**src/little_computer_pkg.sv**
```systemverilog
package little_computer_pkg;

	// Data path and memory sizes
	localparam int word_width = 16;
	localparam int addr_width = 8;
	localparam int mem_depth = 256;
	localparam int reg_count = 8;

	// 50 MHz / 115200 baud
	localparam int clks_per_bit = 434;
	localparam int baud_cnt_width = $clog2(clks_per_bit);

	// Free-running step rate, one step every step_div clocks
	localparam int step_div = 64;
	localparam int step_div_width = $clog2(step_div);

	// Opcodes in bits 15..12, unlisted codes run as no-ops
	typedef enum logic [3:0] {
		op_add  = 4'h0,
		op_sub  = 4'h1,
		op_and  = 4'h2,
		op_ldi  = 4'h3,
		op_ld   = 4'h4,
		op_st   = 4'h5,
		op_beqz = 4'h6,
		op_halt = 4'h7
	} opcode_t;

	typedef enum logic {
		cpu_run,
		cpu_halted
	} cpu_state_t;

	typedef enum logic [1:0] {
		rx_idle,
		rx_start,
		rx_data,
		rx_stop
	} rx_state_t;

endpackage

```
**src/uart_word_loader.sv**
```systemverilog
`timescale 1ns/1ns

module uart_word_loader import little_computer_pkg::*; (
	input  logic                  MAX10_CLK1_50,
	input  logic                  rst,
	input  logic                  load_en,
	input  logic [7:0]            rx_byte,
	input  logic                  rx_valid,
	output logic                  load_we,
	output logic [addr_width-1:0] load_addr,
	output logic [word_width-1:0] load_word
);

	logic [7:0] high_byte;
	// High when the next byte completes a word
	logic phase;

	always_ff @(posedge MAX10_CLK1_50 or negedge rst) begin
		if (!rst) begin
			phase <= 1'b0;
			load_we <= 1'b0;
			load_addr <= '0;
		end else if (!load_en) begin
			phase <= 1'b0;
			load_we <= 1'b0;
			load_addr <= '0;
		end else begin
			load_we <= 1'b0;
			if (rx_valid) begin
				phase <= ~phase;
				load_we <= phase;
			end
			// Address moves on once the memory has taken the word
			if (load_we)
				load_addr <= load_addr + 1'b1;
		end
	end

	always_ff @(posedge MAX10_CLK1_50) begin
		if (load_en && rx_valid) begin
			if (phase)
				load_word <= {high_byte, rx_byte};
			else
				high_byte <= rx_byte;
		end
	end

endmodule

```
**config.mk**
```make
export PLATFORM = sky130hd
export DESIGN_NAME = uart_word_loader
export DESIGN_NICKNAME = d
export VERILOG_FILES = /design/src/little_computer_pkg.sv /design/src/uart_word_loader.sv
export SDC_FILE = /design/constraint.sdc
export NUM_CORES = 1
export LEC_CHECK = 0
export ABC_AREA = 1
export BUFFER_PORTS_ARGS = -buffer_cell sky130_fd_sc_hd__buf_2
export CAP_MARGIN = 20
export CORE_ASPECT_RATIO = 1.2
export CORE_MARGIN = 5
export CORE_UTILIZATION = 49
export DETAILED_ROUTE_END_ITERATION = 12
export HOLD_SLACK_MARGIN = 0.02
export PLACE_DENSITY = 0.77
export RECOVER_POWER = 100
export SLEW_MARGIN = 30
export SYNTH_ARGS = -nofsm -noshare
export SYNTH_HDL_FRONTEND = slang
export SYNTH_SLANG_ARGS = --single-unit
```
**constraint.sdc**
```tcl
create_clock -name MAX10_CLK1_50 -period 1.75 [get_ports MAX10_CLK1_50]
set_input_delay 0.0875 -clock MAX10_CLK1_50 [delete_from_list [all_inputs] [get_ports MAX10_CLK1_50]]
set_output_delay 0.0875 -clock MAX10_CLK1_50 [all_outputs]
set_load 0.02 [all_outputs]
```
==> qor.yml <==
status:
  status: "finished, final reports clean"
synthesis:
  synth.distinct_cells: 15
  ys_ff_latch: 34
  ys_top_cells_by_area: "edfxtp_1 (59%), dfrtp_1 (20%), nand2_1 (5.2%), inv_1 (2.7%), nor2_1 (2.4%)"
  synth_area_per_cell_um2: 13.8
  syn_area_um2: 1230
  synth_top_area_cell: "edfxtp_1"
  synth.net_count: 102
  synth_warnings: 0
  synthCells: 89
  yosysSeqAreaShare_pct: 78.9
  yosys.area.top_type_share_pct: 58.6
critical_path:
  cp-end-kind: "register"
  crit_type: "primary input to register"
  crit_fanout: 8
  worst-path-buf-inv: 3
  crit_slowest_cell: "dlygate4sd3_1"
  crit_chain: "dlygate4sd3_1 -> clkbuf_1 -> nand2_1 -> nor2_1 -> clkbuf_1"
  cpPeakStageDelay_ns: 0.52
  cp.arrival_ns: 1.32
  path_common_cell: "clkbuf_1"
  worst_r2r_path_depth: 7
  r2r-start: "load_addr[0]"
  cp_top_family: "buffers and inverters"
  startpoint_type: "primary input"
  r2r_setup_slack_ns: 0.48
  cp.required_ns: 1.74
  rr_endpoint: "load_addr[6]"
clock_tree:
  clock_latency_ns: 0.33
  cts_htree_levels: 2
  clkSlewWorstSetupHoldPaths_ns: 0.09
  cts_sinks: 34
  cts_buffers: 5
  cts_tree: "built"
  cts-root-buf: "clkbuf_4"
  cts_setup_buffers: 0
  clockBufferDepth: 2
route:
  dr.pass1.iters: 5
  wl_per_cell_um: 12.1
  ant_nets: 0
  drt-initial-drc-count: 22
  wirelength_um: 2140
  drc: 0
  viasPerCell: 4.76
  vias: 843
layout:
  fillCellCount: 216
  final_core_util_pct: 62.3
  drive_gt1_share_pct: 6.94
  syn_to_final_growth_pct: 25.5
  seqCellArea_um2: 971
  num-nets-final: 156
  n_antenna_cell: 0
  multi_input_area_um2: 201
placed_design:
  gp_congestion: 0.719
  io_buffers: 36
  dpl.hpwl_um: 1530
global_route:
  grt_busiest_layer: "met2"
  grt-ovfl-total: 0
  grt_use_met2_pct: 24.1
  grt_use_met1_pct: 13.6
  grt_antenna_before_repair: 0
  grtUsageTotal_pct: 13.8
  grt_pass1_vias: 879
  grt_max_degree: 17
  grt_pass1_wl_um: 3750
  grt_use_met3_pct: 6.97
floorplanning:
  fp-row-count: 20
  dieArea_um2: 3620
  die_x_um: 55.7
  io_pins: 37
  start_util_pct: 49.6
  coreArea_um2: 2480
  die_h_um: 64.9
sta:
  rsz0062_at_grt: "false"
  final-hold-violation-count: 0
  finalCritPeriodShare_pct: 76.2
  fin_crit_ns: 1.33
  maxClockFrequency_ghz: 0.750
  finalSetupTns_ns: 0
  max-slew-margin-rel_pct: 63.2
  slew_violations: 0
  setup_viol: 0
  worst_pin_slew_ns: 0.552
  clock_skew_ns: 0.00608
power:
  irDropWorstVdd_mv: 0.586
  p_total_mw: 1.42
  leakagePower_nw: 0.609
  power_density_nw_per_um2: 923
flow_run:
  max-cap-violations: 0
hold_path:
  min_to: "load_addr[6]"
  hp-start: "load_en"
  hold_path.class: "primary input to register"
  hold_depth: 3
cells in the mapped netlist:
cell and count:
nand2_1 17, nand2_2 1, nand3_2 1, o22ai_1 1
nor2_1 8, ha_1 1, inv_1 9, nand3_1 4
o21ai_0 3, a21oi_1 5, edfxtp_1 24, nor2_2 3
dfrtp_1 10, nand4_1 1, buf_6 1
metrics by stage:
stage / instance area [um2] / hold slack [ns] / worst slack, ns / cells
after floorplan: 1230 / -0.208 / 0.234 / 89
after global placement: 1460 / -0.0426 / 0.621 / 159
after detailed placement: 1460 / -0.0392 / 0.518 / 159
after CTS: 1610 / 0.0664 / 0.494 / 177
after global routing: 1540 / 0.0868 / 0.326 / 177
final: 1540 / 0.0761 / 0.417 / 177
tightest hold or removal path, cell delays in order:
cell     delay, ns
buf_2         0.17
nand2_1       0.08
nor2_1        0.03
area by class of cell:
cell class | instances | area share, %
flip-flops and latches | 34 | 62.9
repair buffers | 48 | 16.0
multi-input cells | 45 | 13.0
clock buffers | 6 | 2.67
well taps | 33 | 2.67
inverters | 9 | 2.19
clock inverters | 2 | 0.567
logic make-up (layout without fill, tap and decap cells):
logic type               after synthesis  after routing  share of synthesized area, %
buffers and inverters                 10             65                          3.66
flip-flops                            34             34                          78.9
AND/OR/NAND/NOR                       35             35                          12.6
adder cells (fa/ha/maj)                1              1                          1.02
AO/OA/AOI/OAI                          9              9                          3.76
where the power goes:
group          internal (mW)  switching, mW
logic                 0.0418         0.0731
registers              0.895         0.0267
clock network          0.151          0.237
timing repair:
action,in CTS,in global routing
hold buffers,10,0
endpoints found under the hold margin,27,0
resized for setup,0,0
how the worst max path moves through the flow:
stage	start	endpoint	slack [ns]	cells after the start
after floorplan	phase	load_word[0]	0.23	2
after global placement	load_addr[0]	load_addr[6]	0.62	7
after detailed placement	load_addr[0]	load_addr[6]	0.52	7
after CTS	load_addr[0]	load_addr[6]	0.49	7
after global routing	load_addr[0]	load_addr[6]	0.33	7
final	rx_valid	high_byte[0]	0.42	5
cell usage in the layout (no fill, tap or decap):
master / n
clkbuf_1: 36
edfxtp_1: 24
nand2_1: 18
nor2_1: 10
dlygate4sd3_1: 10
dfrtp_1: 10
inv_1: 9
nand3_1: 5
a21oi_1: 5
clkbuf_4: 5
o21ai_0: 3
clkbuf_2: 2
nor2_2: 1
nand4_1: 1
o22ai_1: 1
ha_1: 1
clkinv_2: 1
clkinv_1: 1
buf_2: 1
state kept, by name, indices dropped and copies added, names as in the netlist:
signal,flops
load_addr,8
phase,1
load_word,16
high_byte,8
load_we,1
layer usage:
metal,up-vias,share of wire [%]
met5,-,0
met4,0,2.1
met3,6,12
met2,46,50
met1,384,35
li1,407,-
Note: power is estimated with default switching activity, not from simulation.
