==> config.mk <==
export PLATFORM = sky130hd
export DESIGN_NAME = unified_memory
export DESIGN_NICKNAME = d
export VERILOG_FILES = /design/src/little_computer_pkg.sv /design/src/unified_memory.sv
export SDC_FILE = /design/constraint.sdc
export NUM_CORES = 2
export LEC_CHECK = 0
export BUFFER_PORTS_ARGS = -buffer_cell sky130_fd_sc_hd__buf_2
export CAP_MARGIN = 20
export CORE_ASPECT_RATIO = 0.9
export CORE_MARGIN = 2
export CORE_UTILIZATION = 35
export DETAILED_ROUTE_END_ITERATION = 8
export PLACE_DENSITY = 0.46
export SYNTH_ARGS = -nofsm -noshare
export SYNTH_HDL_FRONTEND = slang
export SYNTH_SLANG_ARGS = --single-unit
==> constraint.sdc <==
create_clock -name MAX10_CLK1_50 -period 8.58 [get_ports MAX10_CLK1_50]
set_input_delay 0 -clock MAX10_CLK1_50 [delete_from_list [all_inputs] [get_ports MAX10_CLK1_50]]
set_output_delay 0 -clock MAX10_CLK1_50 [all_outputs]
set_load 0.05 [all_outputs]
==> src/little_computer_pkg.sv <==
package little_computer_pkg;

	// Data path and memory sizes
	localparam int word_width = 16;
	localparam int addr_width = 8;
	localparam int mem_depth = 256;
	localparam int reg_count = 8;

	// 50 MHz / 115200 baud
	localparam int clks_per_bit = 434;
	localparam int baud_cnt_width = $clog2(clks_per_bit);

	// Free-running step rate, one step every step_div clocks
	localparam int step_div = 64;
	localparam int step_div_width = $clog2(step_div);

	// Opcodes in bits 15..12, unlisted codes run as no-ops
	typedef enum logic [3:0] {
		op_add  = 4'h0,
		op_sub  = 4'h1,
		op_and  = 4'h2,
		op_ldi  = 4'h3,
		op_ld   = 4'h4,
		op_st   = 4'h5,
		op_beqz = 4'h6,
		op_halt = 4'h7
	} opcode_t;

	typedef enum logic {
		cpu_run,
		cpu_halted
	} cpu_state_t;

	typedef enum logic [1:0] {
		rx_idle,
		rx_start,
		rx_data,
		rx_stop
	} rx_state_t;

endpackage

==> src/unified_memory.sv <==
`timescale 1ns/1ns

module unified_memory import little_computer_pkg::*; (
	input  logic                  MAX10_CLK1_50,
	input  logic                  load_en,
	input  logic [addr_width-1:0] pc,
	output logic [word_width-1:0] instr,
	input  logic [addr_width-1:0] data_addr,
	output logic [word_width-1:0] data_rdata,
	input  logic                  load_we,
	input  logic [addr_width-1:0] load_addr,
	input  logic [word_width-1:0] load_word,
	input  logic                  cpu_we,
	input  logic [word_width-1:0] cpu_wdata
);

	logic [word_width-1:0] mem [mem_depth];

	logic                  wr_en;
	logic [addr_width-1:0] wr_addr;
	logic [word_width-1:0] wr_data;

	// Loader owns the write port while loading, the CPU otherwise
	assign wr_en = load_en ? load_we : cpu_we;
	assign wr_addr = load_en ? load_addr : data_addr;
	assign wr_data = load_en ? load_word : cpu_wdata;

	// Both reads are asynchronous
	assign instr = mem[pc];
	assign data_rdata = mem[data_addr];

	always_ff @(posedge MAX10_CLK1_50) begin
		if (wr_en)
			mem[wr_addr] <= wr_data;
	end

endmodule

==> impl_metrics.csv <==
group,metric,value,unit
clock_tree,clockBufferDepth,4,
critical_path,cp_slowest_cell,"nor3_1",
yosys,synth_xor_area_share,0,%
floorplan,row_count,258,
sta,holdWs,0.121,ns
floorplan,core_area,549000,um^2
critical_path,critPathArrivalTime,5.92,ns
final_layout,area_growth,13.2,%
sta,fin_crit,5.92,ns
floorplan,die_y,709,um
final_layout,drive_above_1_share,30.9,%
status,status,"finished clean",
sta,setup_viol,0,
critical_path,crit_fanout,61,
route,wl_per_cell,41.4,um
yosys,ys_types,73,
hold_path,hold_class,"in2reg",
sta,max-slew-margin-rel,14.8,%
yosys,ys_ff_latch,4096,
yosys,ys_warn_count,0,
sta,rsz0062_at_grt,"false",
sta,slew_viol_final,0,
floorplan,die_w,787,um
route,routed_wl,756000,um
clock_tree,cts_tree,"built",
route,drt_iter0_markers,16700,
clock_tree,numCtsBuffers,462,
yosys,synth_top_cell_area_share,63.7,%
route,firstDrtPassIters,6,
final_layout,largestRegisters,"mem: 4096 flops",
floorplan,dieArea,558000,um^2
final_layout,n_fill_cell,49000,
global_routing,grt_antenna_before_repair,61,
sta,setup_tns,0,ns
power,sequentialPowerShare,48.5,%
sta,fmax,169,MHz
sta,tightest_slew,1.28,ns
clock_tree,path_clk_slew,0.06,ns
placement,port_buffers,91,
floorplan,io_pins,92,
job,cap_viol_max_count,0,
yosys,synth_compound_gate_area_share,5.75,%
yosys,synth_top_area_cell,"edfxtp_1",
critical_path,worstPathRequired,8.58,ns
clock_tree,htreeDepth,5,
final_layout,final_cell_mix,"4096 x edfxtp_1, 1621 x mux4_2, 943 x mux2i_1",
yosys,synthesis.area,193000,um^2
placement,place_hpwl,473000,um
floorplan,initial_core_util,35.2,%
critical_path,crit_chain,"buf_8, buf_4, and2_2, buf_4, a221oi_1, o21ai_0, nor4b_2, o2111ai_1, or3_1, nor3_1, buf_2",
final_layout,layout_commonest_cell,"edfxtp_1",
power,p_leak,68.5,nW
route,antenna_left,0,
yosys,dominantRegCellSynth,"edfxtp_1",
yosys,seq_area_frac_synth,63.7,%
power,powerDensity,210,nW/um^2
power,comb_power_share,9.7,%
yosys,syn-instance-count,10200,
global_routing,grt_max_degree,161,
critical_path,endpoint_kind,"output pin",
clock_tree,cts-resized-gates,0,
yosys,synth-async-reset-ratio,0,%
route,drc,0,
global_routing,globalRouteTotalUtil,26.4,%
global_routing,grt-ovfl-total,0,
power,switching_share,25.2,%
yosys,synthAdderAreaFrac,0,%
critical_path,crit_top_cell,"buf_4",
critical_path,cp-start-kind,"input port",
route,viasPerCell,6.38,
power,ir_drop,192,uV
yosys,synth_top_family_by_area,"multiplexers",
placement,place_area,203000,um^2
clock_tree,cts_num_sinks,4096,
critical_path,cpPeakStageDelay,0.92,ns
global_routing,grt_pass1_vias,115000,
critical_path,path_class,"in2out",
power,p_clk_share,41.8,%
final_layout,design_area,219000,um^2
sta,hold_viol,0,
global_routing,grt_pass1_wl,1020000,um
sta,post-route-period-util,69.0,%
clock_tree,cts-root-buf,"clkbuf_16",
power,switchingPower,11.6,mW
yosys,synth_enable_flop_cells,4096,
yosys,synthSimpleGateAreaFrac,2.49,%
final_layout,final_nets,10600,
yosys,syn_nets,10300,
yosys,synthMuxAreaShare,25.2,%
yosys,synthTopCellsByArea,"edfxtp_1 64%, mux4_2 19%, mux2i_1 4.9%",
power,p_int,34.4,mW
placement,place.gp.congestion,0.915,
final_layout,largest_register_ffs,4096,
yosys,avgSynthCellArea,18.9,um^2
final_layout,regMostFlops,"mem",
route,vias,116000,
## kinds of logic (layout without fill, tap and decap cells)
kind of cell	count (synthesis)	in the layout
AOI/OAI and AO/OA	1520	1520
buffers and inverters	869	1523
DFF	4096	4096
muxes	2747	2747
other	0	65
and+or+nand+nor	1008	1008
## stage by stage
step	utilization (%)	std cells	setup WS (ns)	total power, mW
2_1_floorplan	-	10200	5.06	25.2
3_3_place_gp	36.9	17200	2.24	27.0
3_5_place_dp	37.0	17300	2.79	27.0
4_1_cts	39.8	18200	2.76	46.2
5_1_grt	39.8	18200	2.79	47.0
6_report	39.8	18200	2.66	45.9
## path summary, 6_finish.rpt
kind / from / endpoint / slack, ns / cells after the start
worst max-delay path: pc[1] / instr[3] / 2.66 / 11
worst min-delay path: load_addr[7] / mem[100][5] / 0.12 / 5
## worst max-delay path, delay by kind of cell
kind / cells / cell delay, ns
buffers and inverters: 4 / 2.27
AND/OR/NAND/NOR: 4 / 2.23
AO/OA/AOI/OAI: 3 / 1.17
## power groups by stage
stage          sequential, mW  combinational, mW  clock, mW
3_5_place_dp             22.7               4.34          0
3_3_place_gp             22.7               4.30          0
6_report                 22.3               4.46       19.2
2_1_floorplan            22.7               2.51          0
4_1_cts                  22.3               4.43       19.5
5_1_grt                  22.3               4.58       20.2
## cell type report
type	instances	area, um^2	share of cell area (%)
clock inverter	267	2290	1.05
clock buffer	577	12100	5.51
sequential	4096	123000	56.3
tap	7280	9110	4.17
inverter	11	68.8	0.0315
timing repair buffer	668	5980	2.74
antenna	65	163	0.0744
multi-input combinational	5275	66000	30.2
## per-layer routing
| layer | routed length, um | up-vias | track usage [%] |
|---|---|---|---|
| li1 | - | 45100 | - |
| met1 | 315000 | 63700 | 37.6 |
| met2 | 336000 | 6373 | 39.8 |
| met3 | 72400 | 1089 | 5.84 |
| met4 | 31700 | 24 | 9.73 |
| met5 | 157 | - | 0 |
## synthesized netlist by cell type, drive strengths merged, types with 2 or more instances
cell type	n
a2111oi	17
a211oi	72
a21boi	4
a21oi	273
a221o	11
a221oi	158
a22o	98
a22oi	61
a31oi	2
and2	5
and3	3
buf	480
clkbuf	372
dlygate4sd1	6
edfxtp	4096
inv	11
mux2	144
mux2i	943
mux4	1660
nand2	227
nand2b	10
nand3	68
nand4	29
nand4b	2
nand4bb	2
nor2	338
nor2b	6
nor3	219
nor4	48
nor4b	25
o2111ai	11
o211ai	12
o21ai	114
o21bai	14
o221ai	360
o22ai	287
o2bb2ai	3
o311ai	3
o32ai	15
o41ai	2
or2	3
or3	18
## timing repair
action | 4_1_cts | 5_1_grt
hold buffers | 53 | 0
endpoints found under the hold margin | 1192 | 0
buffers inserted | 0 | 0
endpoints found under the setup margin | 0 | 0
(Power assumes the default switching activity.)
