### src/little_computer_pkg.sv
package little_computer_pkg;

	// Data path and memory sizes
	localparam int word_width = 16;
	localparam int addr_width = 8;
	localparam int mem_depth = 256;
	localparam int reg_count = 8;

	// 50 MHz / 115200 baud
	localparam int clks_per_bit = 434;
	localparam int baud_cnt_width = $clog2(clks_per_bit);

	// Free-running step rate, one step every step_div clocks
	localparam int step_div = 64;
	localparam int step_div_width = $clog2(step_div);

	// Opcodes in bits 15..12, unlisted codes run as no-ops
	typedef enum logic [3:0] {
		op_add  = 4'h0,
		op_sub  = 4'h1,
		op_and  = 4'h2,
		op_ldi  = 4'h3,
		op_ld   = 4'h4,
		op_st   = 4'h5,
		op_beqz = 4'h6,
		op_halt = 4'h7
	} opcode_t;

	typedef enum logic {
		cpu_run,
		cpu_halted
	} cpu_state_t;

	typedef enum logic [1:0] {
		rx_idle,
		rx_start,
		rx_data,
		rx_stop
	} rx_state_t;

endpackage

### src/step_control.sv
`timescale 1ns/1ns

module step_control import little_computer_pkg::*; (
	input  logic MAX10_CLK1_50,
	input  logic rst,
	input  logic debug_mode,
	input  logic step_key_n,
	output logic step
);

	logic key_s1;
	logic key_s2;
	logic key_d;
	logic key_fall;
	logic [step_div_width-1:0] div_cnt;
	logic div_tick;

	assign key_fall = key_d && !key_s2;
	assign div_tick = (div_cnt == step_div_width'(step_div - 1));

	always_ff @(posedge MAX10_CLK1_50 or negedge rst) begin
		if (!rst) begin
			key_s1 <= 1'b1;
			key_s2 <= 1'b1;
			key_d <= 1'b1;
			div_cnt <= '0;
			step <= 1'b0;
		end else begin
			key_s1 <= step_key_n;
			key_s2 <= key_s1;
			key_d <= key_s2;
			div_cnt <= div_tick ? '0 : div_cnt + 1'b1;
			// Key press in debug mode, divider otherwise
			step <= debug_mode ? key_fall : div_tick;
		end
	end

endmodule

### config.mk
export PLATFORM = sky130hd
export DESIGN_NAME = step_control
export DESIGN_NICKNAME = d
export VERILOG_FILES = /design/src/little_computer_pkg.sv /design/src/step_control.sv
export SDC_FILE = /design/constraint.sdc
export NUM_CORES = 1
export LEC_CHECK = 0
export ABC_AREA = 1
export BUFFER_PORTS_ARGS = -buffer_cell sky130_fd_sc_hd__buf_2
export CAP_MARGIN = 20
export CORE_AREA = 2 2 39 41
export CTS_CLUSTER_SIZE = 40
export DETAILED_ROUTE_END_ITERATION = 7
export DIE_AREA = 0 0 41 43
export GPL_ROUTABILITY_DRIVEN = 0
export HOLD_SLACK_MARGIN = 0.05
export PLACE_DENSITY = 0.5
export SETUP_SLACK_MARGIN = 0.15
export SLEW_MARGIN = 20
export SYNTH_ARGS = -nofsm -noshare
export SYNTH_HDL_FRONTEND = slang
export SYNTH_SLANG_ARGS = --single-unit
### constraint.sdc
create_clock -name MAX10_CLK1_50 -period 1.3 [get_ports MAX10_CLK1_50]
set_clock_uncertainty 0.1 [all_clocks]
set_input_delay 0.325 -clock MAX10_CLK1_50 [delete_from_list [all_inputs] [get_ports MAX10_CLK1_50]]
set_output_delay 0.325 -clock MAX10_CLK1_50 [all_outputs]
set_load 0.03 [all_outputs]
==> impl_metrics.csv <==
group,metric,value,unit
run_status,outcome,"finished clean",
sta,hold_viol_final,0,
pwr,switching_power,0.000123,W
drt,final_antenna_net_count,0,
clock_network,cts_buffers,3,
pwr,ir_drop,429,µV
synthesis,synth_cells,40,
final_layout,fillCellCount,143,
clock_network,clkSinkCount,10,
synthesis,syn_avg_cell_area,9.92,µm²
place,io_buffers,4,
sta,rsz0062_at_grt,"true",
pwr,p_clk_share,44.8,%
grt,grt_usage,9.37,%
drt,post_drt_wl_per_cell,10.0,µm
synthesis,yosys.area.top_type,"dfrtp_1",
place,dp.cells,60,
critical_path,required,0.88,ns
synthesis,async_flop_share,100,%
final_layout,final_cells,67,
grt,gr-total-overflow,0,
pwr,combPwrFrac,3.6,%
sta,min_period_over_period,91.8,%
drt,drc,0,
drt,via_count,290,
clock_network,clk_pin_slew,0.07,ns
critical_path,end_kind,"output port",
critical_path,max_stage_delay,0.37,ns
synthesis,synth_top_flop_cell,"dfrtp_1",
drt,via_per_inst,4.33,
critical_path,crit_chain,"buf_6",
critical_path,cp-start-kind,"flip-flop",
pwr,switching_share,19.7,%
critical_path,crit_fanout,1,
final_layout,diodes,0,
grt,antenna_found_initial,0,
pwr,power_density,1160,mW/mm²
sta,worst_pin_slew,0.222,ns
synthesis,yosysMostFrequentCell,"nand2_1",
sta,fmax,0.838,GHz
critical_path,critPathKind,"flip-flop to output port",
floorplanning,core,0.00138,mm²
critical_path,crit_path_top_delay_cell,"dfrtp_1",
sta,maxSlewHeadroom,85.2,%
final_layout,drive_above_1_share,35.3,%
synthesis,syn_nets,45,
sta,maxSlewViolCount,0,
floorplanning,die_h,43,µm
synthesis,synth_edf_count,0,
synthesis,synthTopCellsByArea,"dfrtp_1 (44%), dfstp_2 (20%), nand2_1 (8.5%)",
sta,finalSetupViolCount,0,
critical_path,critPathTopFamily,"flip-flops",
critical_path,worstPathArrival,0.77,ns
grt,grt_pass1_vias,242,
synthesis,synth_area,397,µm²
floorplanning,rows,14,
final_layout,syn_to_final_growth,35.6,%
synthesis,synth_seq_cells,10,
synthesis,ys_top_cells_by_count,"nand2_1 (9), dfrtp_1 (7), inv_1 (6)",
pwr,p_leak,0.276,nW
pwr,p_int,0.000501,W
clock_network,clock_latency,0.26,ns
drt,drtPass1Iterations,2,
drt,drt-total-wl,672,µm
clock_network,root_buffer,"clkbuf_4",
grt,grt_pass1_wl,1.00,mm
clock_network,cts_tree,"built",
floorplanning,die_w,41,µm
clock_network,htreeDepth,1,
floorplanning,floorplan.initialDensity,28.7,%
clock_network,clock_path_buffers,2,
job,max-cap-violations,0,
synthesis,yosys.area.top_type_share,44.2,%
sta,period_minus_slack,1.19,ns
pwr,pwr-share-seq,51.7,%
floorplanning,io_pins,5,
worst_hold_path,hold_path_class,"input port to flip-flop",
critical_path,path_buf_inv,1,
final_layout,num-nets-final,57,
drt,drt_iter0_drc,2,
floorplanning,die-area,0.00176,mm²
place,hpwl,465,µm
synthesis,synthDistinctLibCells,10,
grt,grt_max_degree,11,
synthesis,yosysSeqAreaShare,64.0,%
sta,finalSetupTns,0,ns
synthesis,ys.warnings.count,0,
## metrics by stage
step / area, µm² / util (%) / power (W) / worst slack, ns / hold WS, ns
2_1_floorplan: 397 / - / 0.000333 / 0.219 / -0.0706
3_5_place_dp: 437 / 31.6 / 0.000345 / 0.133 / 0.0963
6_report: 538 / 38.9 / 0.000624 / 0.107 / 0.238
3_3_place_gp: 437 / 31.6 / 0.000345 / 0.129 / 0.0998
4_1_cts: 502 / 36.3 / 0.000634 / 0.0926 / 0.233
5_1_grt: 538 / 38.9 / 0.000656 / 0.0746 / 0.262
## sequential cells by signal (all words and copies together) (netlist names)
| signal | cells |
|---|---|
| div_cnt | 6 |
| step | 1 |
| key_s1 | 1 |
| key_s2 | 1 |
| key_d | 1 |
## power by group through the flow
stage	Clock, W	Sequential (W)	Combinational (W)
after CTS	0.000288	0.000323	0.0000229
after global routing	0.000308	0.000323	0.0000249
final	0.000279	0.000323	0.0000222
after floorplan	0	0.000330	0.00000244
after detailed placement	0	0.000328	0.0000169
after global placement	0	0.000328	0.0000168
## layer usage
| metal | track usage [%] | wire [µm] | vias to the layer above | part of all wire [%] |
|---|---|---|---|---|
| met4 | 8.00 | 0 | 0 | 0 |
| met3 | 4.71 | 36 | 0 | 5.4 |
| met5 | 0 | 0 | - | 0 |
| li1 | - | - | 147 | - |
| met1 | 11.4 | 328 | 138 | 49 |
| met2 | 11.6 | 307 | 5 | 46 |
## worst register-to-register path, delay by kind of cell (launching register included)
family,cells,cell delay (ns)
flops,1,0.44
fa+ha+maj,1,0.19
xor+xnor,1,0.13
buf+inv,1,0.13
## worst paths after layout
kind	to	depth (start not counted)	start	slack, ns
min reg2reg	key_s2$_DFF_PN1_	0	key_s1$_DFF_PN1_	0.26
max in group asynchronous	key_s1$_DFF_PN1_	2	rst	0.50
max reg2reg	div_cnt[2]$_DFF_PN0_	3	div_cnt[0]$_DFF_PN0_	0.20
min	step$_DFF_PN0_	4	debug_mode	0.24
min in group asynchronous	div_cnt[4]$_DFF_PN0_	2	rst	0.34
max	step	1	step$_DFF_PN0_	0.11
## final cells by class
| cell class | instances | area, µm² | share of cell area [%] |
|---|---|---|---|
| inverter | 6 | 22.5 | 4.19 |
| tap | 16 | 20.0 | 3.72 |
| multi-input combinational | 24 | 150 | 27.9 |
| clock buffer | 4 | 36.3 | 6.74 |
| timing repair buffer | 7 | 53.8 | 10.0 |
| sequential | 10 | 255 | 47.4 |
## cell families after synthesis
kind of cell	count (synthesis)	share of synthesized area, %
DFF	10	64.0
and+or+nand+nor	21	22.7
buffers and inverters	6	5.68
adders and majority gates	1	3.15
xor gates and xnor gates	2	4.42
## cells in the final DEF, fill, tap and decap left out
cell type / Yosys / routed
nand2_1: 9 / 9
inv_1: 6 / 6
dfrtp_1: 7 / 6
nand3_1: 5 / 4
nor2_2: 1 / 3
nor2_1: 5 / 3
clkbuf_4: 0 / 3
buf_2: 0 / 3
dfstp_2: 3 / 3
xor2_1: 2 / 2
dlygate4sd3_1: 0 / 2
nand3_4: 0 / 1
nand4_1: 1 / 1
ha_4: 0 / 1
clkbuf_8: 0 / 1
dfrtp_2: 0 / 1
buf_6: 0 / 1
buf_4: 0 / 1
## timing repair
item                                    4_1_cts  5_1_grt
endpoints found under the setup margin        4        6
pin swaps                                     3        3
hold buffers                                  2        0
gates resized for setup                       3        6
buffers inserted                              0        1
hold endpoints to repair                     11        0
Note: power is estimated with default switching activity, not from simulation.
