File: config.mk
export PLATFORM = sky130hd
export DESIGN_NAME = hex_display
export DESIGN_NICKNAME = d
export VERILOG_FILES = /design/src/little_computer_pkg.sv /design/src/hex_display.sv
export SDC_FILE = /design/constraint.sdc
export NUM_CORES = 1
export LEC_CHECK = 0
export ABC_AREA = 1
export BUFFER_PORTS_ARGS = -buffer_cell sky130_fd_sc_hd__buf_2
export CORE_AREA = 5 5 66 83
export DETAILED_ROUTE_END_ITERATION = 12
export DIE_AREA = 0 0 71 88
export MAX_ROUTING_LAYER = met4
export PLACE_DENSITY = 0.71
export SLEW_MARGIN = 20
export SYNTH_ARGS = -nofsm -noshare
export SYNTH_HDL_FRONTEND = slang
export SYNTH_SLANG_ARGS = --single-unit
export TNS_END_PERCENT = 50
File: constraint.sdc
create_clock -name vclk -period 1.1
set_input_delay 0.11 -clock vclk [all_inputs]
set_output_delay 0.11 -clock vclk [all_outputs]
set_load 0.01 [all_outputs]
File: src/little_computer_pkg.sv
package little_computer_pkg;

	// Data path and memory sizes
	localparam int word_width = 16;
	localparam int addr_width = 8;
	localparam int mem_depth = 256;
	localparam int reg_count = 8;

	// 50 MHz / 115200 baud
	localparam int clks_per_bit = 434;
	localparam int baud_cnt_width = $clog2(clks_per_bit);

	// Free-running step rate, one step every step_div clocks
	localparam int step_div = 64;
	localparam int step_div_width = $clog2(step_div);

	// Opcodes in bits 15..12, unlisted codes run as no-ops
	typedef enum logic [3:0] {
		op_add  = 4'h0,
		op_sub  = 4'h1,
		op_and  = 4'h2,
		op_ldi  = 4'h3,
		op_ld   = 4'h4,
		op_st   = 4'h5,
		op_beqz = 4'h6,
		op_halt = 4'h7
	} opcode_t;

	typedef enum logic {
		cpu_run,
		cpu_halted
	} cpu_state_t;

	typedef enum logic [1:0] {
		rx_idle,
		rx_start,
		rx_data,
		rx_stop
	} rx_state_t;

endpackage

File: src/hex_display.sv
`timescale 1ns/1ns

module hex_display import little_computer_pkg::*; (
	input  logic                  debug_mode,
	input  logic [addr_width-1:0] pc,
	input  logic [word_width-1:0] instr,
	output logic [7:0]            hex0,
	output logic [7:0]            hex1,
	output logic [7:0]            hex2,
	output logic [7:0]            hex3,
	output logic [7:0]            hex4,
	output logic [7:0]            hex5
);

	// Active-low segments, bit 7 is the decimal point and stays off
	function automatic logic [7:0] seg7(input logic [3:0] nib);
		logic [6:0] gfedcba;
		case (nib)
			4'h0: gfedcba = 7'b1000000;
			4'h1: gfedcba = 7'b1111001;
			4'h2: gfedcba = 7'b0100100;
			4'h3: gfedcba = 7'b0110000;
			4'h4: gfedcba = 7'b0011001;
			4'h5: gfedcba = 7'b0010010;
			4'h6: gfedcba = 7'b0000010;
			4'h7: gfedcba = 7'b1111000;
			4'h8: gfedcba = 7'b0000000;
			4'h9: gfedcba = 7'b0010000;
			4'ha: gfedcba = 7'b0001000;
			4'hb: gfedcba = 7'b0000011;
			4'hc: gfedcba = 7'b1000110;
			4'hd: gfedcba = 7'b0100001;
			4'he: gfedcba = 7'b0000110;
			default: gfedcba = 7'b0001110;
		endcase
		return {1'b1, gfedcba};
	endfunction

	// Blank digits are all ones
	assign hex0 = debug_mode ? seg7(instr[3:0]) : 8'hff;
	assign hex1 = debug_mode ? seg7(instr[7:4]) : 8'hff;
	assign hex2 = debug_mode ? seg7(instr[11:8]) : 8'hff;
	assign hex3 = debug_mode ? seg7(instr[15:12]) : 8'hff;
	assign hex4 = debug_mode ? seg7(pc[3:0]) : 8'hff;
	assign hex5 = debug_mode ? seg7(pc[7:4]) : 8'hff;

endmodule

==> run metrics, run 1 <==
status completed; Tot GR Track Use 0.146; DP HPWL 4030 um; Final Power 0.944 mW; hold buffer count at cts 0; Non-Filler Instances approximately 460; Post-CTS Setup Inserts 0; flip-flop and latch count 0; Chip Width 71 um; 1st-iter DRT viols 43; Crit path required time between 900 and 1000 ps; Die Footprint roughly 6200 um^2; final worst slack 34.9 ps; final period utilization 0.968; IO Pins 73; Area Overhead vs Synth 40.9%; post-synth cell types 16; kind of critical path primary input to primary output; ratio of cells with drive above 1 in the final layout 0.359; first-pass GRT wire length roughly 7800 um; critical path, cell by cell buf_2, buf_4, ha_2, inv_2, nand2_1, nand3_1, nand3_1, buf_2; RSZ-0062 raised after global routing true; n_diodes 0; Final Slew Violations 0; flip-flop and latch area 0 um^2; pwr dens 374 nW/um^2; crit start category primary input; Final Hold Fails 0; drt drc 0; synth cell count leaders nand2_1 (114), nand3_1 (76), ha_1 (42); clkbuf count 0; initial antenna violation count 0; largest area contributor in the netlist ha_1; synthesized area 1790 um^2; fmax about 0.94 GHz; Crit path depth 8; Slowest-stage cell, CP ha_2; Final GP Congestion 0.905; vias in the first global route 2016; # nets final 465; register area share after synthesis 0; Hold Path Class primary input to primary output; hold path depth 3; Mapped Cells about 320; kind of cell adding the most delay to the critical path buffers and inverters; Post-DRT Antenna Nets 0; pin count of the biggest net entering global routing 29; Design Area, Final 2530 um^2; Initial Util 0.388; DP Cell Count between 400 and 500; Chip Height 88 um; dpl cell area about 2300 um^2; post-DR vias/cell 4.88; static leakage between 1 and 1.5 nW; Overflow after GRT 0; Avg WL per Cell 11.0 um; Crit. End Element primary output; IO Port Bufs 67; ranking of synthesized cells by area ha_1 (29%), nand2_1 (24%), nand3_1 (21%), inv_1 (6.9%), buf_4 (4.2%); cell with the most instances after synthesis nand2_1; core footprint 4620 um^2; top-area cell type share of the netlist area 0.293; DR pass1 iterations 4; Max-Cap Viols 0; pre-CTS setup slack -54.0 ps; row count 28; setup TNS 0 ps; setup violators final 0; total number of vias around 2200; CP peak stage delay 190 ps; WP buf/inv 4; Syn Area/Cell 5.62 um^2; maximum vdd ir drop roughly 0.19 mV; Final min period 1070 ps; Post-Route WL 5030 um; Critical Path AT 960 ps; synthesis warning total 0; CP max FO 3
==> layout by cell type (no fill, tap or decap), drive strengths merged <==
master	instances
nor2	5
conb	6
inv	39
o211ai	4
buf	92
clkbuf	1
o21ai	14
ha	42
nand3	76
nand2	117
==> where the power goes <==
part	leakage [nW]	switching (mW)	internal, mW
registers	0	0	0
clock network	0	0	0
logic	1.38	0.547	0.397
==> path summary, 6_finish.rpt <==
check	start	end	slack, ps
worst max-delay path	pc[4]	hex5[0]	30
worst min-delay path	instr[15]	hex3[2]	600
==> per-layer routing <==
| layer | GRT usage | wire length (um) |
|---|---|---|
| met1 | 0.151 | 1920 |
| met2 | 0.295 | 2670 |
| met3 | 0.0161 | 401 |
| met4 | 0.0274 | 42 |
| met5 | - | 0 |
==> kinds of logic (layout without fill, tap and decap cells) <==
| family | Yosys count | in the layout | synth area share |
|---|---|---|---|
| and+or+nand+nor | 198 | 198 | 0.471 |
| buffers and inverters | 60 | 132 | 0.178 |
| adders and majority gates | 42 | 42 | 0.293 |
| AOI/OAI and AO/OA | 18 | 18 | 0.0558 |
| other | 1 | 6 | 0.00209 |
==> per-stage QoR <==
step | utilization | hold WS (ps)
floorplan | - | 350
finish | 0.547 | 596
global route | 0.547 | 612
global placement | 0.489 | 604
CTS | 0.492 | 591
detailed placement | 0.489 | 588
==> final cells by class <==
| class | instances | area (um^2) |
|---|---|---|
| fill | 479 | 2100 |
| timing repair buffer | 93 | 587 |
| tap | 60 | 75.1 |
| inverter | 39 | 184 |
| multi-input combinational | 264 | 1680 |
==> repair_timing <==
item                                    in CTS  in global routing
gates resized for setup                     14                 64
pin swaps                                    1                  6
endpoints found under the setup margin      11                 26
cloned                                       0                  0
No activity file was read; power rests on OpenSTA's default activity.
==> run 2: changes to the inputs <==
Settings changed: CORE_AREA 5 5 66 83 to 5 5 66 82, DIE_AREA 0 0 71 88 to 0 0 71 87, PLACE_DENSITY 0.71 to 0.72.
==> run 2 against run 1 <==
Fmax increased by 0.27%. Core utilization increased by 1.9 points. Routed wire length increased by 3.3%. Via count increased by 2.0%. Die area decreased by 1.1%. Hold slack improved by 13 ps. Largest cell class unchanged.
==> run metrics, run 2 (same netlist as run 1, synthesis figures left out) <==
Hold Path Class primary input to primary output (unchanged); ratio of cells with drive above 1 in the final layout 0.383 (was 0.359); Chip Width 71 um (unchanged); n_diodes 0 (unchanged); flip-flop and latch area 0 um^2 (unchanged); Avg WL per Cell 11.4 um (was 11.0 um); Overflow after GRT 0 (unchanged); row count 28 (unchanged); Final Power 0.989 mW (was 0.944 mW); status completed (unchanged); Final Hold Fails 0 (unchanged); Crit path required time 990 ps (about the same); hold buffer count at cts 0 (unchanged); post-DR vias/cell 4.97 (was 4.88); final core utilization 0.566 (was 0.547); clock network power share 0 (about the same); vias in the first global route 2098 (was 2016); 1st-iter DRT viols 41 (was 43); DR pass1 iterations 5 (was 4); most frequent cells in the layout nand2_1 (105), nand3_1 (72), buf_2 (52), buf_4 (27), ha_1 (24) (was nand2_1 (108), nand3_1 (74), buf_2 (57), buf_4 (29), ha_1 (26)); Crit. End Element primary output (unchanged); clkbuf count 0 (unchanged); drt drc 0 (unchanged); Tot GR Track Use 0.154 (was 0.146); Chip Height 87 um (was 88 um); core footprint 4620 um^2 (unchanged); static leakage 1.39 nW (was 1.38 nW); # nets final 466 (was 465); number of fillers in the final layout 457 (was 479); pwr dens 378 nW/um^2 (was 374 nW/um^2); Final Slew Violations 0 (unchanged); Seq pwr share 0 (about the same); Initial Util 0.388 (unchanged); commonest non-fill, non-tap cell in the layout nand2_1 (unchanged); maximum vdd ir drop 0.189 mV (was 0.194 mV); IO Port Bufs 67 (unchanged); Max-Cap Viols 0 (unchanged); Post-Route WL 5200 um (was 5030 um); first-pass GRT wire length 8110 um (was 7780 um); RSZ-0062 raised after global routing true (unchanged); Critical Path AT 950 ps (was 960 ps); switching share of power 0.570 (was 0.580); Worst Setup SP instr[13] (was pc[4]); Post-DRT Antenna Nets 0 (unchanged); total number of vias 2271 (was 2227); final period utilization 0.966 (was 0.968); Net Switching 0.564 mW (was 0.547 mW); CP max FO 5 (was 3); Int Pwr 0.425 mW (was 0.397 mW); flip-flop and latch count 0 (unchanged); initial antenna violation count 0 (unchanged); Comb pwr share 1.000 (about the same); worst hold start debug_mode (was instr[15]); setup violators final 0 (unchanged); Post-CTS Setup Inserts 0 (unchanged); Die Footprint 6180 um^2 (was 6250 um^2); IO Pins 73 (unchanged); Area Overhead vs Synth 45.9% (was 40.9%); kind of critical path primary input to primary output (unchanged); DP HPWL 4080 um (was 4030 um); fmax 0.941 GHz (was 0.939 GHz); pin count of the biggest net entering global routing 22 (was 29); Final GP Congestion 0.939 (was 0.905); crit start category primary input (unchanged); Final min period 1060 ps (was 1070 ps)
## run 2: worst paths after layout
| check | depth (start not counted) | slack [ps] | to |
|---|---|---|---|
| max | 9 | 40 | hex3[3] |
| min | 3 | 610 | hex3[3] |
## run 2: power by group through the flow
stage / logic (mW) / registers [mW] / clock network, mW
2_1_floorplan: 0.539 / 0 / 0
3_5_place_dp: 0.849 / 0 / 0
4_1_cts: 0.863 / 0 / 0
3_3_place_gp: 0.838 / 0 / 0
5_1_grt: 1.11 / 0 / 0
6_report: 0.989 / 0 / 0
## run 2: cell type report
cell class | count | area (um^2) | share of cell area
Multi-Input combinational cell | 264 | 1710 | 0.653
Timing Repair Buffer | 94 | 642 | 0.245
Tap cell | 60 | 75.1 | 0.0287
Inverter | 39 | 191 | 0.0731
## run 2: stage by stage
step / cells / hold WS (ps) / setup slack, ps / setup TNS (ps) / area (um^2)
after floorplan: 324 / 350 / 230 / 0 / 1810
after global placement: 457 / 609 / -27.7 / -139 / 2280
after detailed placement: 457 / 613 / -55.4 / -330 / 2280
after CTS: 457 / 616 / 1.82 / 0 / 2310
after global routing: 457 / 636 / -33.7 / -115 / 2620
final: 457 / 610 / 37.8 / 0 / 2620
## run 2: worst max-delay path, stage by stage
cell,delay [ps]
clkbuf_4,150
inv_4,60
ha_4,260
inv_1,30
nand2_1,40
nand2_1,50
nand2_1,50
nand3_1,60
buf_2,140
## run 2: repair_timing
action | CTS | global route
gates resized for setup | 17 | 81
pin swaps | 3 | 12
setup endpoints to repair | 13 | 26
## run 2: per-layer routing
metal | up-vias | wire (um) | global-route usage
met5 | - | 0 | -
met4 | 0 | 96 | 0.0376
met3 | 10 | 407 | 0.0208
met2 | 85 | 2790 | 0.303
met1 | 1014 | 1900 | 0.158
li1 | 1162 | - | -
